$ cat src/sss_pkg.sv
package sss_pkg;

    // one complex sample, imaginary part in the upper half
    localparam int SAMPLE_DW = 16;

    // sequence length and search range
    localparam int SSS_LEN    = 127;
    localparam int N_ID_1_MAX = 335;

    // identity field widths
    localparam int N_ID_1_W = 9;
    localparam int N_ID_W   = 10;
    localparam int N_ID_2_W = 2;

    // index into a 127 entry sequence, also wide enough to count to 127
    localparam int POS_W = $clog2(SSS_LEN);

    // m-sequence generators, x0 uses x^7 + x^4 + 1 and x1 uses x^7 + x + 1
    localparam int LFSR_N = 7;
    localparam logic [LFSR_N-1:0] LFSR_TAPS_0 = 7'h11;
    localparam logic [LFSR_N-1:0] LFSR_TAPS_1 = 7'h03;
    // x(0) = 1, x(1) to x(6) = 0
    localparam logic [LFSR_N-1:0] LFSR_START = 7'b0000001;

    // m1 runs through one group of 112 before m0 moves on
    localparam int SHIFT_GROUP = 112;

    // m0 = 15 * (N_id_1 / 112) + 5 * N_id_2
    localparam int M0_STEP_GROUP = 15;
    localparam int M0_STEP_NID2  = 5;

    // signed correlation sums, range -127 to +127
    localparam int ACC_W = 8;

endpackage

$ cat src/lfsr.sv
`timescale 1ns/1ns

// Fibonacci LFSR, state bit 0 holds the oldest sequence value
module lfsr #(
    parameter int N = 7,
    parameter logic [N-1:0] TAPS = 'h11,
    parameter logic [N-1:0] START_VALUE = 'h01
) (
    input  logic clk_i,
    input  logic reset_ni,
    output logic data_o,
    output logic valid_o
);

    logic [N-1:0] state_q;
    logic         feedback;

    // next value of the sequence from the tapped positions
    assign feedback = ^(state_q & TAPS);

    assign data_o = state_q[0];

    // the start value is already the first output once reset is released
    assign valid_o = reset_ni;

    always_ff @(posedge clk_i) begin
        if (!reset_ni) begin
            state_q <= START_VALUE;
        end else begin
            // drop the oldest bit, append the new one on top
            state_q <= {feedback, state_q[N-1:1]};
        end
    end

endmodule

$ cat src/m_seq_gen.sv
`timescale 1ns/1ns

module m_seq_gen import sss_pkg::*; (
    input  logic               clk_i,
    input  logic               reset_ni,
    output logic [SSS_LEN-1:0] m_seq_0_o,
    output logic [SSS_LEN-1:0] m_seq_1_o,
    output logic               seq_ready_o
);

    logic             bit_0;
    logic             bit_1;
    logic             valid_0;
    logic             valid_1;
    logic             store;
    logic [POS_W-1:0] wr_cnt_q;

    lfsr #(
        .N          (LFSR_N),
        .TAPS       (LFSR_TAPS_0),
        .START_VALUE(LFSR_START)
    ) i_lfsr_0 (
        .clk_i   (clk_i),
        .reset_ni(reset_ni),
        .data_o  (bit_0),
        .valid_o (valid_0)
    );

    lfsr #(
        .N          (LFSR_N),
        .TAPS       (LFSR_TAPS_1),
        .START_VALUE(LFSR_START)
    ) i_lfsr_1 (
        .clk_i   (clk_i),
        .reset_ni(reset_ni),
        .data_o  (bit_1),
        .valid_o (valid_1)
    );

    // one full period is captured, then the registers are frozen
    assign store = valid_0 && valid_1 && !seq_ready_o;

    always_ff @(posedge clk_i) begin
        if (!reset_ni) begin
            wr_cnt_q    <= '0;
            seq_ready_o <= 1'b0;
        end else if (store) begin
            if (wr_cnt_q == POS_W'(SSS_LEN - 1)) begin
                seq_ready_o <= 1'b1;
            end else begin
                wr_cnt_q <= wr_cnt_q + 1'b1;
            end
        end
    end

    always_ff @(posedge clk_i) begin
        if (store) begin
            m_seq_0_o[wr_cnt_q] <= bit_0;
            m_seq_1_o[wr_cnt_q] <= bit_1;
        end
    end

endmodule

$ cat src/sss_capture.sv
`timescale 1ns/1ns

module sss_capture import sss_pkg::*; (
    input  logic                 clk_i,
    input  logic                 reset_ni,
    input  logic [SAMPLE_DW-1:0] sample_i,
    input  logic                 sample_valid_i,
    input  logic                 release_i,
    output logic [SSS_LEN-1:0]   chips_i_o,
    output logic [SSS_LEN-1:0]   chips_q_o,
    output logic                 full_o
);

    logic [POS_W-1:0] wr_cnt_q;
    logic             accept;
    logic             chip_i;
    logic             chip_q;

    // input is ignored while a block waits for the search
    assign accept = sample_valid_i && !full_o;

    // hard BPSK decision, a positive value gives chip 1
    assign chip_i = ~sample_i[SAMPLE_DW/2-1];
    assign chip_q = ~sample_i[SAMPLE_DW-1];

    always_ff @(posedge clk_i) begin
        if (!reset_ni) begin
            wr_cnt_q <= '0;
            full_o   <= 1'b0;
        end else begin
            if (accept) begin
                if (wr_cnt_q == POS_W'(SSS_LEN - 1)) begin
                    // last chip of the block, next block starts at 0 again
                    wr_cnt_q <= '0;
                    full_o   <= 1'b1;
                end else begin
                    wr_cnt_q <= wr_cnt_q + 1'b1;
                end
            end
            if (release_i) begin
                full_o <= 1'b0;
            end
        end
    end

    always_ff @(posedge clk_i) begin
        if (accept) begin
            chips_i_o[wr_cnt_q] <= chip_i;
            chips_q_o[wr_cnt_q] <= chip_q;
        end
    end

endmodule

$ cat src/sss_correlator.sv
`timescale 1ns/1ns

module sss_correlator import sss_pkg::*; (
    input  logic                clk_i,
    input  logic                reset_ni,
    input  logic [N_ID_2_W-1:0] n_id_2_i,
    input  logic                n_id_2_valid_i,
    input  logic [SSS_LEN-1:0]  m_seq_0_i,
    input  logic [SSS_LEN-1:0]  m_seq_1_i,
    input  logic                seq_ready_i,
    input  logic [SSS_LEN-1:0]  chips_i_i,
    input  logic [SSS_LEN-1:0]  chips_q_i,
    input  logic                buf_full_i,
    output logic                buf_release_o,
    output logic [N_ID_1_W-1:0] n_id_1_o,
    output logic [N_ID_W-1:0]   n_id_o,
    output logic                n_id_valid_o
);

    logic [N_ID_2_W-1:0]     n_id_2_q;
    logic                    n_id_2_set_q;
    logic                    busy_q;
    logic [POS_W-1:0]        cnt_q;
    logic [N_ID_1_W-1:0]     n_id_1_q;
    logic signed [ACC_W-1:0] acc_i_q;
    logic signed [ACC_W-1:0] acc_q_q;
    // datapath registers, loaded at the start of a search
    logic [N_ID_2_W-1:0]     run_n_id_2_q;
    logic [POS_W-1:0]        m0_q;
    logic [POS_W-1:0]        m1_q;
    logic [POS_W-1:0]        pos0_q;
    logic [POS_W-1:0]        pos1_q;
    logic [ACC_W-1:0]        best_q;
    logic [N_ID_1_W-1:0]     best_n_id_1_q;

    logic                    start;
    logic                    accum;
    logic                    decide;
    logic                    last_cand;
    logic                    group_end;
    logic [POS_W-1:0]        base0;
    logic [POS_W-1:0]        idx0;
    logic [POS_W-1:0]        idx1;
    logic                    ref_chip;
    logic [ACC_W-1:0]        abs_i;
    logic [ACC_W-1:0]        abs_q;
    logic [ACC_W-1:0]        peak;
    logic                    win;
    logic [N_ID_1_W-1:0]     win_n_id_1;

    function automatic logic [POS_W-1:0] wrap_inc(input logic [POS_W-1:0] p);
        return (p == POS_W'(SSS_LEN - 1)) ? '0 : p + 1'b1;
    endfunction

    // m0 offset of candidate 0, 5 * N_id_2
    always_comb begin
        case (n_id_2_q)
            2'd0:    base0 = '0;
            2'd1:    base0 = POS_W'(M0_STEP_NID2);
            2'd2:    base0 = POS_W'(2 * M0_STEP_NID2);
            default: base0 = POS_W'(3 * M0_STEP_NID2);
        endcase
    end

    // the start cycle already correlates chip 0 of candidate 0
    assign start  = !busy_q && !buf_release_o && buf_full_i && seq_ready_i && n_id_2_set_q;
    assign decide = busy_q && (cnt_q == POS_W'(SSS_LEN));
    assign accum  = (start || busy_q) && !decide;

    assign idx0 = busy_q ? pos0_q : base0;
    assign idx1 = busy_q ? pos1_q : '0;

    // d(n) = (1 - 2 x0) (1 - 2 x1), as a chip: 1 when both bits agree
    assign ref_chip = ~(m_seq_0_i[idx0] ^ m_seq_1_i[idx1]);

    assign abs_i      = acc_i_q[ACC_W-1] ? -acc_i_q : acc_i_q;
    assign abs_q      = acc_q_q[ACC_W-1] ? -acc_q_q : acc_q_q;
    assign peak       = (abs_i > abs_q) ? abs_i : abs_q;
    // strict compare keeps the lowest N_id_1 on a tie
    assign win        = peak > best_q;
    assign win_n_id_1 = win ? n_id_1_q : best_n_id_1_q;
    assign last_cand  = n_id_1_q == N_ID_1_W'(N_ID_1_MAX);
    assign group_end  = m1_q == POS_W'(SHIFT_GROUP - 1);

    always_ff @(posedge clk_i) begin
        if (!reset_ni) begin
            n_id_2_q     <= '0;
            n_id_2_set_q <= 1'b0;
        end else if (n_id_2_valid_i) begin
            n_id_2_q     <= n_id_2_i;
            n_id_2_set_q <= 1'b1;
        end
    end

    always_ff @(posedge clk_i) begin
        if (!reset_ni) begin
            busy_q        <= 1'b0;
            cnt_q         <= '0;
            n_id_1_q      <= '0;
            acc_i_q       <= '0;
            acc_q_q       <= '0;
            buf_release_o <= 1'b0;
            n_id_valid_o  <= 1'b0;
            n_id_1_o      <= '0;
            n_id_o        <= '0;
        end else begin
            buf_release_o <= 1'b0;
            n_id_valid_o  <= 1'b0;
            if (start) begin
                busy_q   <= 1'b1;
                n_id_1_q <= '0;
            end
            if (accum) begin
                acc_i_q <= (chips_i_i[cnt_q] == ref_chip) ? acc_i_q + 1'b1 : acc_i_q - 1'b1;
                acc_q_q <= (chips_q_i[cnt_q] == ref_chip) ? acc_q_q + 1'b1 : acc_q_q - 1'b1;
                cnt_q   <= cnt_q + 1'b1;
            end
            if (decide) begin
                cnt_q   <= '0;
                acc_i_q <= '0;
                acc_q_q <= '0;
                if (last_cand) begin
                    busy_q        <= 1'b0;
                    buf_release_o <= 1'b1;
                    n_id_valid_o  <= 1'b1;
                    n_id_1_o      <= win_n_id_1;
                    // 3 * N_id_1 + N_id_2
                    n_id_o <= N_ID_W'(win_n_id_1) + N_ID_W'(win_n_id_1)
                            + N_ID_W'(win_n_id_1) + N_ID_W'(run_n_id_2_q);
                end else begin
                    n_id_1_q <= n_id_1_q + 1'b1;
                end
            end
        end
    end

    always_ff @(posedge clk_i) begin
        if (start) begin
            run_n_id_2_q <= n_id_2_q;
            m0_q         <= base0;
            m1_q         <= '0;
            best_q       <= '0;
        end
        if (accum) begin
            pos0_q <= wrap_inc(idx0);
            pos1_q <= wrap_inc(idx1);
        end
        if (decide) begin
            if (win) begin
                best_q        <= peak;
                best_n_id_1_q <= n_id_1_q;
            end
            // shifts of the next candidate, m0 moves by 15 per group of 112
            if (group_end) begin
                m0_q   <= m0_q + POS_W'(M0_STEP_GROUP);
                m1_q   <= '0;
                pos0_q <= m0_q + POS_W'(M0_STEP_GROUP);
                pos1_q <= '0;
            end else begin
                m1_q   <= m1_q + 1'b1;
                pos0_q <= m0_q;
                pos1_q <= m1_q + 1'b1;
            end
        end
    end

endmodule

$ cat src/sss_detector_top.sv
`timescale 1ns/1ns

module sss_detector_top import sss_pkg::*; (
    input  logic                 clk_i,
    input  logic                 reset_ni,
    input  logic [SAMPLE_DW-1:0] sample_i,
    input  logic                 sample_valid_i,
    input  logic [N_ID_2_W-1:0]  n_id_2_i,
    input  logic                 n_id_2_valid_i,
    output logic [N_ID_1_W-1:0]  n_id_1_o,
    output logic [N_ID_W-1:0]    n_id_o,
    output logic                 n_id_valid_o
);

    logic [SSS_LEN-1:0] m_seq_0;
    logic [SSS_LEN-1:0] m_seq_1;
    logic               seq_ready;
    logic [SSS_LEN-1:0] chips_i;
    logic [SSS_LEN-1:0] chips_q;
    logic               buf_full;
    logic               buf_release;

    m_seq_gen i_m_seq_gen (
        .clk_i      (clk_i),
        .reset_ni   (reset_ni),
        .m_seq_0_o  (m_seq_0),
        .m_seq_1_o  (m_seq_1),
        .seq_ready_o(seq_ready)
    );

    sss_capture i_sss_capture (
        .clk_i         (clk_i),
        .reset_ni      (reset_ni),
        .sample_i      (sample_i),
        .sample_valid_i(sample_valid_i),
        .release_i     (buf_release),
        .chips_i_o     (chips_i),
        .chips_q_o     (chips_q),
        .full_o        (buf_full)
    );

    sss_correlator i_sss_correlator (
        .clk_i         (clk_i),
        .reset_ni      (reset_ni),
        .n_id_2_i      (n_id_2_i),
        .n_id_2_valid_i(n_id_2_valid_i),
        .m_seq_0_i     (m_seq_0),
        .m_seq_1_i     (m_seq_1),
        .seq_ready_i   (seq_ready),
        .chips_i_i     (chips_i),
        .chips_q_i     (chips_q),
        .buf_full_i    (buf_full),
        .buf_release_o (buf_release),
        .n_id_1_o      (n_id_1_o),
        .n_id_o        (n_id_o),
        .n_id_valid_o  (n_id_valid_o)
    );

endmodule

$ cat config.mk
export PLATFORM = sky130hd
export DESIGN_NAME = sss_detector_top
export DESIGN_NICKNAME = d
export VERILOG_FILES = /design/src/sss_pkg.sv /design/src/lfsr.sv /design/src/m_seq_gen.sv /design/src/sss_capture.sv /design/src/sss_correlator.sv /design/src/sss_detector_top.sv
export SDC_FILE = /design/constraint.sdc
export NUM_CORES = 1
export LEC_CHECK = 0
export BUFFER_PORTS_ARGS = -buffer_cell sky130_fd_sc_hd__buf_2
export CAP_MARGIN = 10
export CORE_ASPECT_RATIO = 1.75
export CORE_MARGIN = 4
export CORE_UTILIZATION = 40
export DETAILED_ROUTE_END_ITERATION = 6
export GPL_ROUTABILITY_DRIVEN = 0
export PLACE_DENSITY = 0.62
export SYNTH_ARGS = -nofsm -noshare
export SYNTH_HDL_FRONTEND = slang
export SYNTH_SLANG_ARGS = --single-unit
$ cat constraint.sdc
create_clock -name clk_i -period 6.6 [get_ports clk_i]
set_input_delay 0.99 -clock clk_i [delete_from_list [all_inputs] [get_ports clk_i]]
set_output_delay 0.99 -clock clk_i [all_outputs]
set_load 0.005 [all_outputs]
=== After elaboration in Yosys (flattened, before gate mapping) ===
Cells that the tools add are included.

* Output and inout port bits: 20
* Bits of input ports: 22
* Word-level logic and storage cells: 147
* Register bits after elaboration: 641

* Mux-type cells: 49
* $add $sub $neg: 17
* Bitwise gates (word level): 6
* Reduce and logical (&&, ||, !) cells: 28
* Magnitude comparators: 9
* Equality and inequality tests: 11

{| class="wikitable"
|+ Operators by type and width
! cell !! number
|-
| bitwise mux 127 bit || 4
|-
| two-way mux 7 bit || 16
|-
| two-way mux 8 bit || 8
|-
| adder 7 x 1 -> 7 bit (second input constant) || 6
|-
| equality test 7 bit (second input constant) || 6
|-
| < comparator 7 x 8 -> 1 bit (second input constant) || 5
|-
| two-way mux 9 bit || 4
|-
| binary-select mux 1 bit (select 7 bit) || 4
|-
| adder 8 x 1 -> 8 bit (second input constant) || 2
|-
| greater-than comparator 8 bit || 2
|-
| negator 8 bit || 2
|-
| subtractor 8 x 1 -> 8 bit (second input constant) || 2
|-
| demux 1 bit (select 7 bit) || 2
|-
| greater-or-equal comparator 7 x 1 -> 1 bit (second input constant) || 2
|-
| XOR reduction 7 bit || 2
|-
| one-hot mux 4 bit (3 select lines) || 1
|-
| adder 10 x 2 -> 10 bit || 1
|-
| adder 10 x 9 -> 10 bit || 1
|-
| adder 9 x 9 -> 10 bit || 1
|-
| logical AND 1 bit || 10
|-
| two-way mux 1 bit || 10
|-
| AND reduction 2 bit || 5
|-
| adder 9 x 1 -> 9 bit (second input constant) || 1
|-
| equality test 9 bit (second input constant) || 1
|-
| 11 further kinds || 22
|}

=== Longest topological paths before layout ===
* Depth after elaboration: 9
* Gate-level depth with buffers: 40
* Mapped depth without buffers: 39

=== Modules after synthesis ===
From an unflattened synthesis, not the netlist that was laid out.

* Cell total of the unflattened synthesis: 2,285
* Area total of the unflattened synthesis: 29,345.6 um2

{| class="wikitable"
|+ Modules (own cells, without submodules)
! module !! seq. area each (um2) !! cells each !! area an instance (um2) !! times used
|-
| sss_correlator || 2,382.3 || 1,283 || 11,262.1 || 1
|-
| m_seq_gen || 7,787.5 || 482 || 8,857.2 || 1
|-
| sss_capture || 7,787.5 || 488 || 8,824.7 || 1
|-
| lfsr (i_m_seq_gen.i_lfsr_0) || 140.1 || 16 || 201.4 || 1
|-
| lfsr (i_m_seq_gen.i_lfsr_1) || 140.1 || 16 || 200.2 || 1
|}

=== Worst setup path before layout ===
Ideal clock, no wire load.

* Path type: reg2reg
* From: register i_sss_correlator.acc_q_q[0]
* To: register i_sss_correlator.n_id_o[9]
* Path buffers: 1
* Cell stages (with the launch flop): 31
* Required time: 6,485 ps
* Setup time: 115 ps
* Path slack: 51 ps
* Data arrival time: 6,434 ps
* Clock period less this slack: 6,549 ps
* Cell sequence: dfxtp_1 -> or3_1 -> or4b_2 -> ha_1 -> nand3_1 -> o21ai_1 -> mux2_2 -> ha_1 -> o21a_1 -> o21ai_0 -> nand2b_1 -> a21oi_1 -> o21ai_0 -> o31a_1 -> clkbuf_1 -> mux2i_1 -> xor2_1 -> ha_1 -> ha_1 -> inv_1 -> fa_1 -> nor2b_1 -> o21ai_0 -> a21boi_0 -> o21a_1 -> o21ai_0 -> nand2b_1 -> a21oi_1 -> xor2_1 -> o21ai_0 -> and2_1

* Longest elaborated chain between the ends: 9

{| class="wikitable"
|+ Ends and longest elaborated chain
! element !! line !! text
|-
| start: declaration || sss_correlator.sv:26 || <nowiki>logic signed [ACC_W-1:0] acc_q_q;</nowiki>
|-
| start signal: assignment || sss_correlator.sv:115 || <nowiki>acc_q_q <= (chips_q_i[cnt_q] == ref_chip) ? acc_q_q + 1'b1 : acc_q_q - 1'b1;</nowiki>
|-
| negator 8 bit || sss_correlator.sv:77 || <nowiki>assign abs_q = acc_q_q[ACC_W-1] ? -acc_q_q : acc_q_q;</nowiki>
|-
| two-way mux 8 bit (*) || sss_correlator.sv:77 ||
|-
| greater-than comparator 8 bit || sss_correlator.sv:78 || <nowiki>assign peak = (abs_i > abs_q) ? abs_i : abs_q;</nowiki>
|-
| two-way mux 8 bit (*) || sss_correlator.sv:78 ||
|-
| greater-than comparator 8 bit (*) || sss_correlator.sv:80 || <nowiki>assign win = peak > best_q;</nowiki>
|-
| two-way mux 9 bit (*) || -- ||
|-
| adder 9 x 9 -> 10 bit || sss_correlator.sv:128 || <nowiki>n_id_o <= N_ID_W'(win_n_id_1) + N_ID_W'(win_n_id_1)</nowiki>
|-
| adder 10 x 9 -> 10 bit (*) || sss_correlator.sv:129 || <nowiki>+ N_ID_W'(win_n_id_1) + N_ID_W'(run_n_id_2_q);</nowiki>
|-
| adder 10 x 2 -> 10 bit (*) || sss_correlator.sv:129 ||
|-
| end signal: assignment || sss_correlator.sv:128 ||
|-
| end: declaration || sss_correlator.sv:16 || <nowiki>output logic [N_ID_W-1:0] n_id_o,</nowiki>
|}

Mark *: on every way between the ends. The rest lies on a longest branch, timed or not.
A chain may end at the register's enable or synchronous reset.

=== Worst setup path in the final report ===
* From: register i_sss_correlator.acc_q_q[1]
* To: register i_sss_correlator.n_id_o[9]

Same word-level chain as after synthesis.

==> results.md <==
* Most common cell after layout, fill and taps aside: edfxtp_1
* Cell Int Power at around 0.0066 W
* Area growth syn-to-layout at 12.2%
* CTS max path bufs at 3
* # Max-Cap Violations at 0
* Max Fclk at roughly 160 MHz
* Pleak at 10.7 nW
* Core region area at 71700 µm²
* Fin crit period at 6300 ps
* Crit path DAT at between 6000 and 7000 ps
* Slew Viols, Final at 0
* Layout cells sized above 1 at 13.5%
* # rows at between 100 and 150
* Ports at 42
* Final hold viol count at 0
* Combinational Power Share at ~3.7%
* HPWL Detailed at 53800 µm
* Final net count at 2392
* Die Span X at around 210 µm
* Switching portion of total power at a little over a fifth
* # fillers at 6476
* Pwr Density at ~260 nW/µm²
* Met1 usage at 20.4%
* Crit Path Category: register to register
* GR Layer Usage met2 at 37.3%
* DRC at 0
* Crit-path max FO at 5
* Synth area leader: edfxtp_1
* Fin Clk Skew at about 60 ps
* Distinct cells, synth at between 70 and 80
* Synth area leaders: edfxtp_1, dfxtp_1, mux4_2
* NetSw at between 0.0015 and 0.002 W
* Clock network fraction of total power at between 40% and 50%
* CTS clk-pin slew, worst paths at ~70 ps
* Buffers on Ports at 27
* Hold WS at between 400 and 500 ps
* Ys async rst share at 0%
* Vias per inst at approximately 5.7
* CTS tree: built
* Clock sinks at between 600 and 700
* Die ar. at between 70000 and 80000 µm²
* Fin crit share at 95.5%
* Top FF cell, synth: edfxtp_1
* Clk_lat worst skew at 660 ps
* GRT Util Overall at about a fifth
* Most used routing layer: met2
* Overall power at ~0.0084 W
* Critical Path Sink Type: register
* Register area share after synthesis at 63.1%
* Root buf cell: clkbuf_16
* Crit-path max cell delay at slightly below 700 ps
* Avg WL per Cell at 23.5 µm
* DRT iter0 DRCs at 1497
* Final setup violation count at 0
* Number of synthesized flops with an enable pin at 540
* Starting Density at approximately 40%
* Headroom to the max-slew limit at around 19%
* CP Data Required Time at roughly 7100 ps
* Cts hold-fix bufs at 0
* Die H at 364 µm
* First-pass iteration count of the detailed router at 5
* Cell area after synthesis at around 29000 µm²
* #FFs+latches synth at between 600 and 700
* Status: finished, final reports clean
* First-pass GRT wire length at ~120000 µm
* Vias in the first global route at 19100
* Mapped Nets at 2342
* DRT antenna net count at 0
* Met3 Usage GRT at between 2 and 3%
* Worst IR Drop VDD at between 0.2 and 0.25 mV
* Avg Inst Size Synth at approximately 13 µm²
* Most frequent cells in the layout: edfxtp_1, nor2_1, nand2_1
* Slew at the pin with the worst max-slew slack at 1220 ps
* Ant diodes at 0
* Synth warn at 0
* Initial antenna violation count at 0
* Largest net degree at the start of global routing at between 100 and 150
* Final wirelength at 77200 µm
* Top-area cell type share of the netlist area at 56.1%
* Reg power frac at 52.8%
* Synthesized instance count at 2258
* Type of the tightest min-delay check: register to register
* GR Overflow Total at 0
* Startpoint Class: register
* Cts bufs inserted at between 50 and 60
* Slowest stage cell, crit path: or4b_2
* Via total after detailed routing at roughly 19000
* H-Tree Depth at 2
-- sequential cells by signal (all words and copies together), names as in the netlist, 8 cells and up --
name	count
i_m_seq_gen.m_seq_0_o	127
i_m_seq_gen.m_seq_1_o	127
i_sss_capture.chips_i_o	127
i_sss_capture.chips_q_o	127
i_sss_correlator.acc_i_q	8
i_sss_correlator.acc_q_q	8
i_sss_correlator.best_n_id_1_q	9
i_sss_correlator.best_q	8
i_sss_correlator.n_id_1_o	9
i_sss_correlator.n_id_1_q	9
i_sss_correlator.n_id_o	10
-- synth_stat cells (9+ instances only) --
library cell and count:
edfxtp_1 540, clkbuf_1 71, nand2_1 218, nor3_1 17, buf_4 13, and3_1 20
o211ai_1 14, a21o_1 16, xnor2_1 39, buf_6 9, buf_2 23, nor2b_1 32
nand2b_1 16, a41oi_1 16, mux4_2 63, a31oi_1 14, dfxtp_1 101, a21oi_1 50
a2111oi_0 11, buf_1 9, and2_1 29, xor2_1 35, nor3b_1 16, nand3_1 58
nand4_1 28, nor2_1 333, o31ai_1 15, ha_1 59, a21boi_0 21, a211oi_1 19
mux2i_1 71, o21ai_0 55, inv_1 47, a22oi_1 11, o22ai_1 33, mux2_2 16
or3_1 13
-- area by class of cell --
class / instances / area (µm²) / area share, %
sequential: 641 / 18300 / 56.3
multi-input combinational: 1439 / 9900 / 30.6
clock buffer: 66 / 1480 / 4.57
tap: 924 / 1160 / 3.57
timing repair buffer: 115 / 837 / 2.58
clock inverter: 43 / 569 / 1.76
inverter: 53 / 200 / 0.618
-- critical path: cells and delay by family (launching register included) --
kind / cells / cell delay [ps]
AND/OR/NAND/NOR: 8 / 1830
AO/OA/AOI/OAI: 12 / 1540
multiplexers: 2 / 470
adder cells (fa/ha/maj): 5 / 1440
XOR/XNOR: 2 / 300
flip-flops: 1 / 350
buffers and inverters: 2 / 240
-- path summary, 6_finish.rpt --
path,cells past startpoint,from,end,slack [ps]
max reg2reg,31,i_sss_correlator.acc_q_q[1],i_sss_correlator.n_id_o[9],300
max,31,i_sss_correlator.acc_q_q[1],i_sss_correlator.n_id_o[9],300
min,1,i_m_seq_gen.i_lfsr_0.state_q[1],i_m_seq_gen.i_lfsr_0.state_q[0],420
min reg2reg,1,i_m_seq_gen.i_lfsr_0.state_q[1],i_m_seq_gen.i_lfsr_0.state_q[0],420
-- per-stage QoR --
stage | cells | worst slack (ps) | cell area, µm² | setup TNS, ps | util, %
after CTS | 3279 | 78.9 | 32300 | 0 | 45.1
after global placement | 3170 | 133 | 30300 | 0 | 42.2
after global routing | 3281 | -29.3 | 32400 | -29.3 | 45.2
after detailed placement | 3170 | 115 | 30300 | 0 | 42.2
after floorplan | 2258 | 51.1 | 28900 | 0 | -
final | 3281 | 296 | 32400 | 0 | 45.2
-- timing repair --
action / CTS / global route
setup endpoints to repair: 0 / 3
buffers inserted: 0 / 2
resized for setup: 0 / 17
-- kinds of logic after synthesis --
kind of cell             count (synthesis)  synth area share, %
AO/OA/AOI/OAI                          350                 8.54
XOR/XNOR                                74                 2.24
adder cells (fa/ha/maj)                 62                 2.76
buffers and inverters                  178                 2.81
flip-flops                             641                 63.1
multiplexers                           151                 8.07
AND/OR/NAND/NOR                        802                 12.4
-- layer usage --
layer  part of all wire, %  routed length (µm)
met5                     0                   0
met4                   7.3                5630
met3                   4.4                3420
met2                    55               42200
met1                    34               26000
-- power by group through the flow --
stage | combinational [W] | clock (W) | sequential, W
floorplan | 0.000191 | 0 | 0.00450
global placement | 0.000303 | 0 | 0.00450
detailed placement | 0.000312 | 0 | 0.00450
CTS | 0.000313 | 0.00369 | 0.00441
global route | 0.000337 | 0.00385 | 0.00441
finish | 0.000313 | 0.00363 | 0.00441
Power figures use the tool's default switching activity.
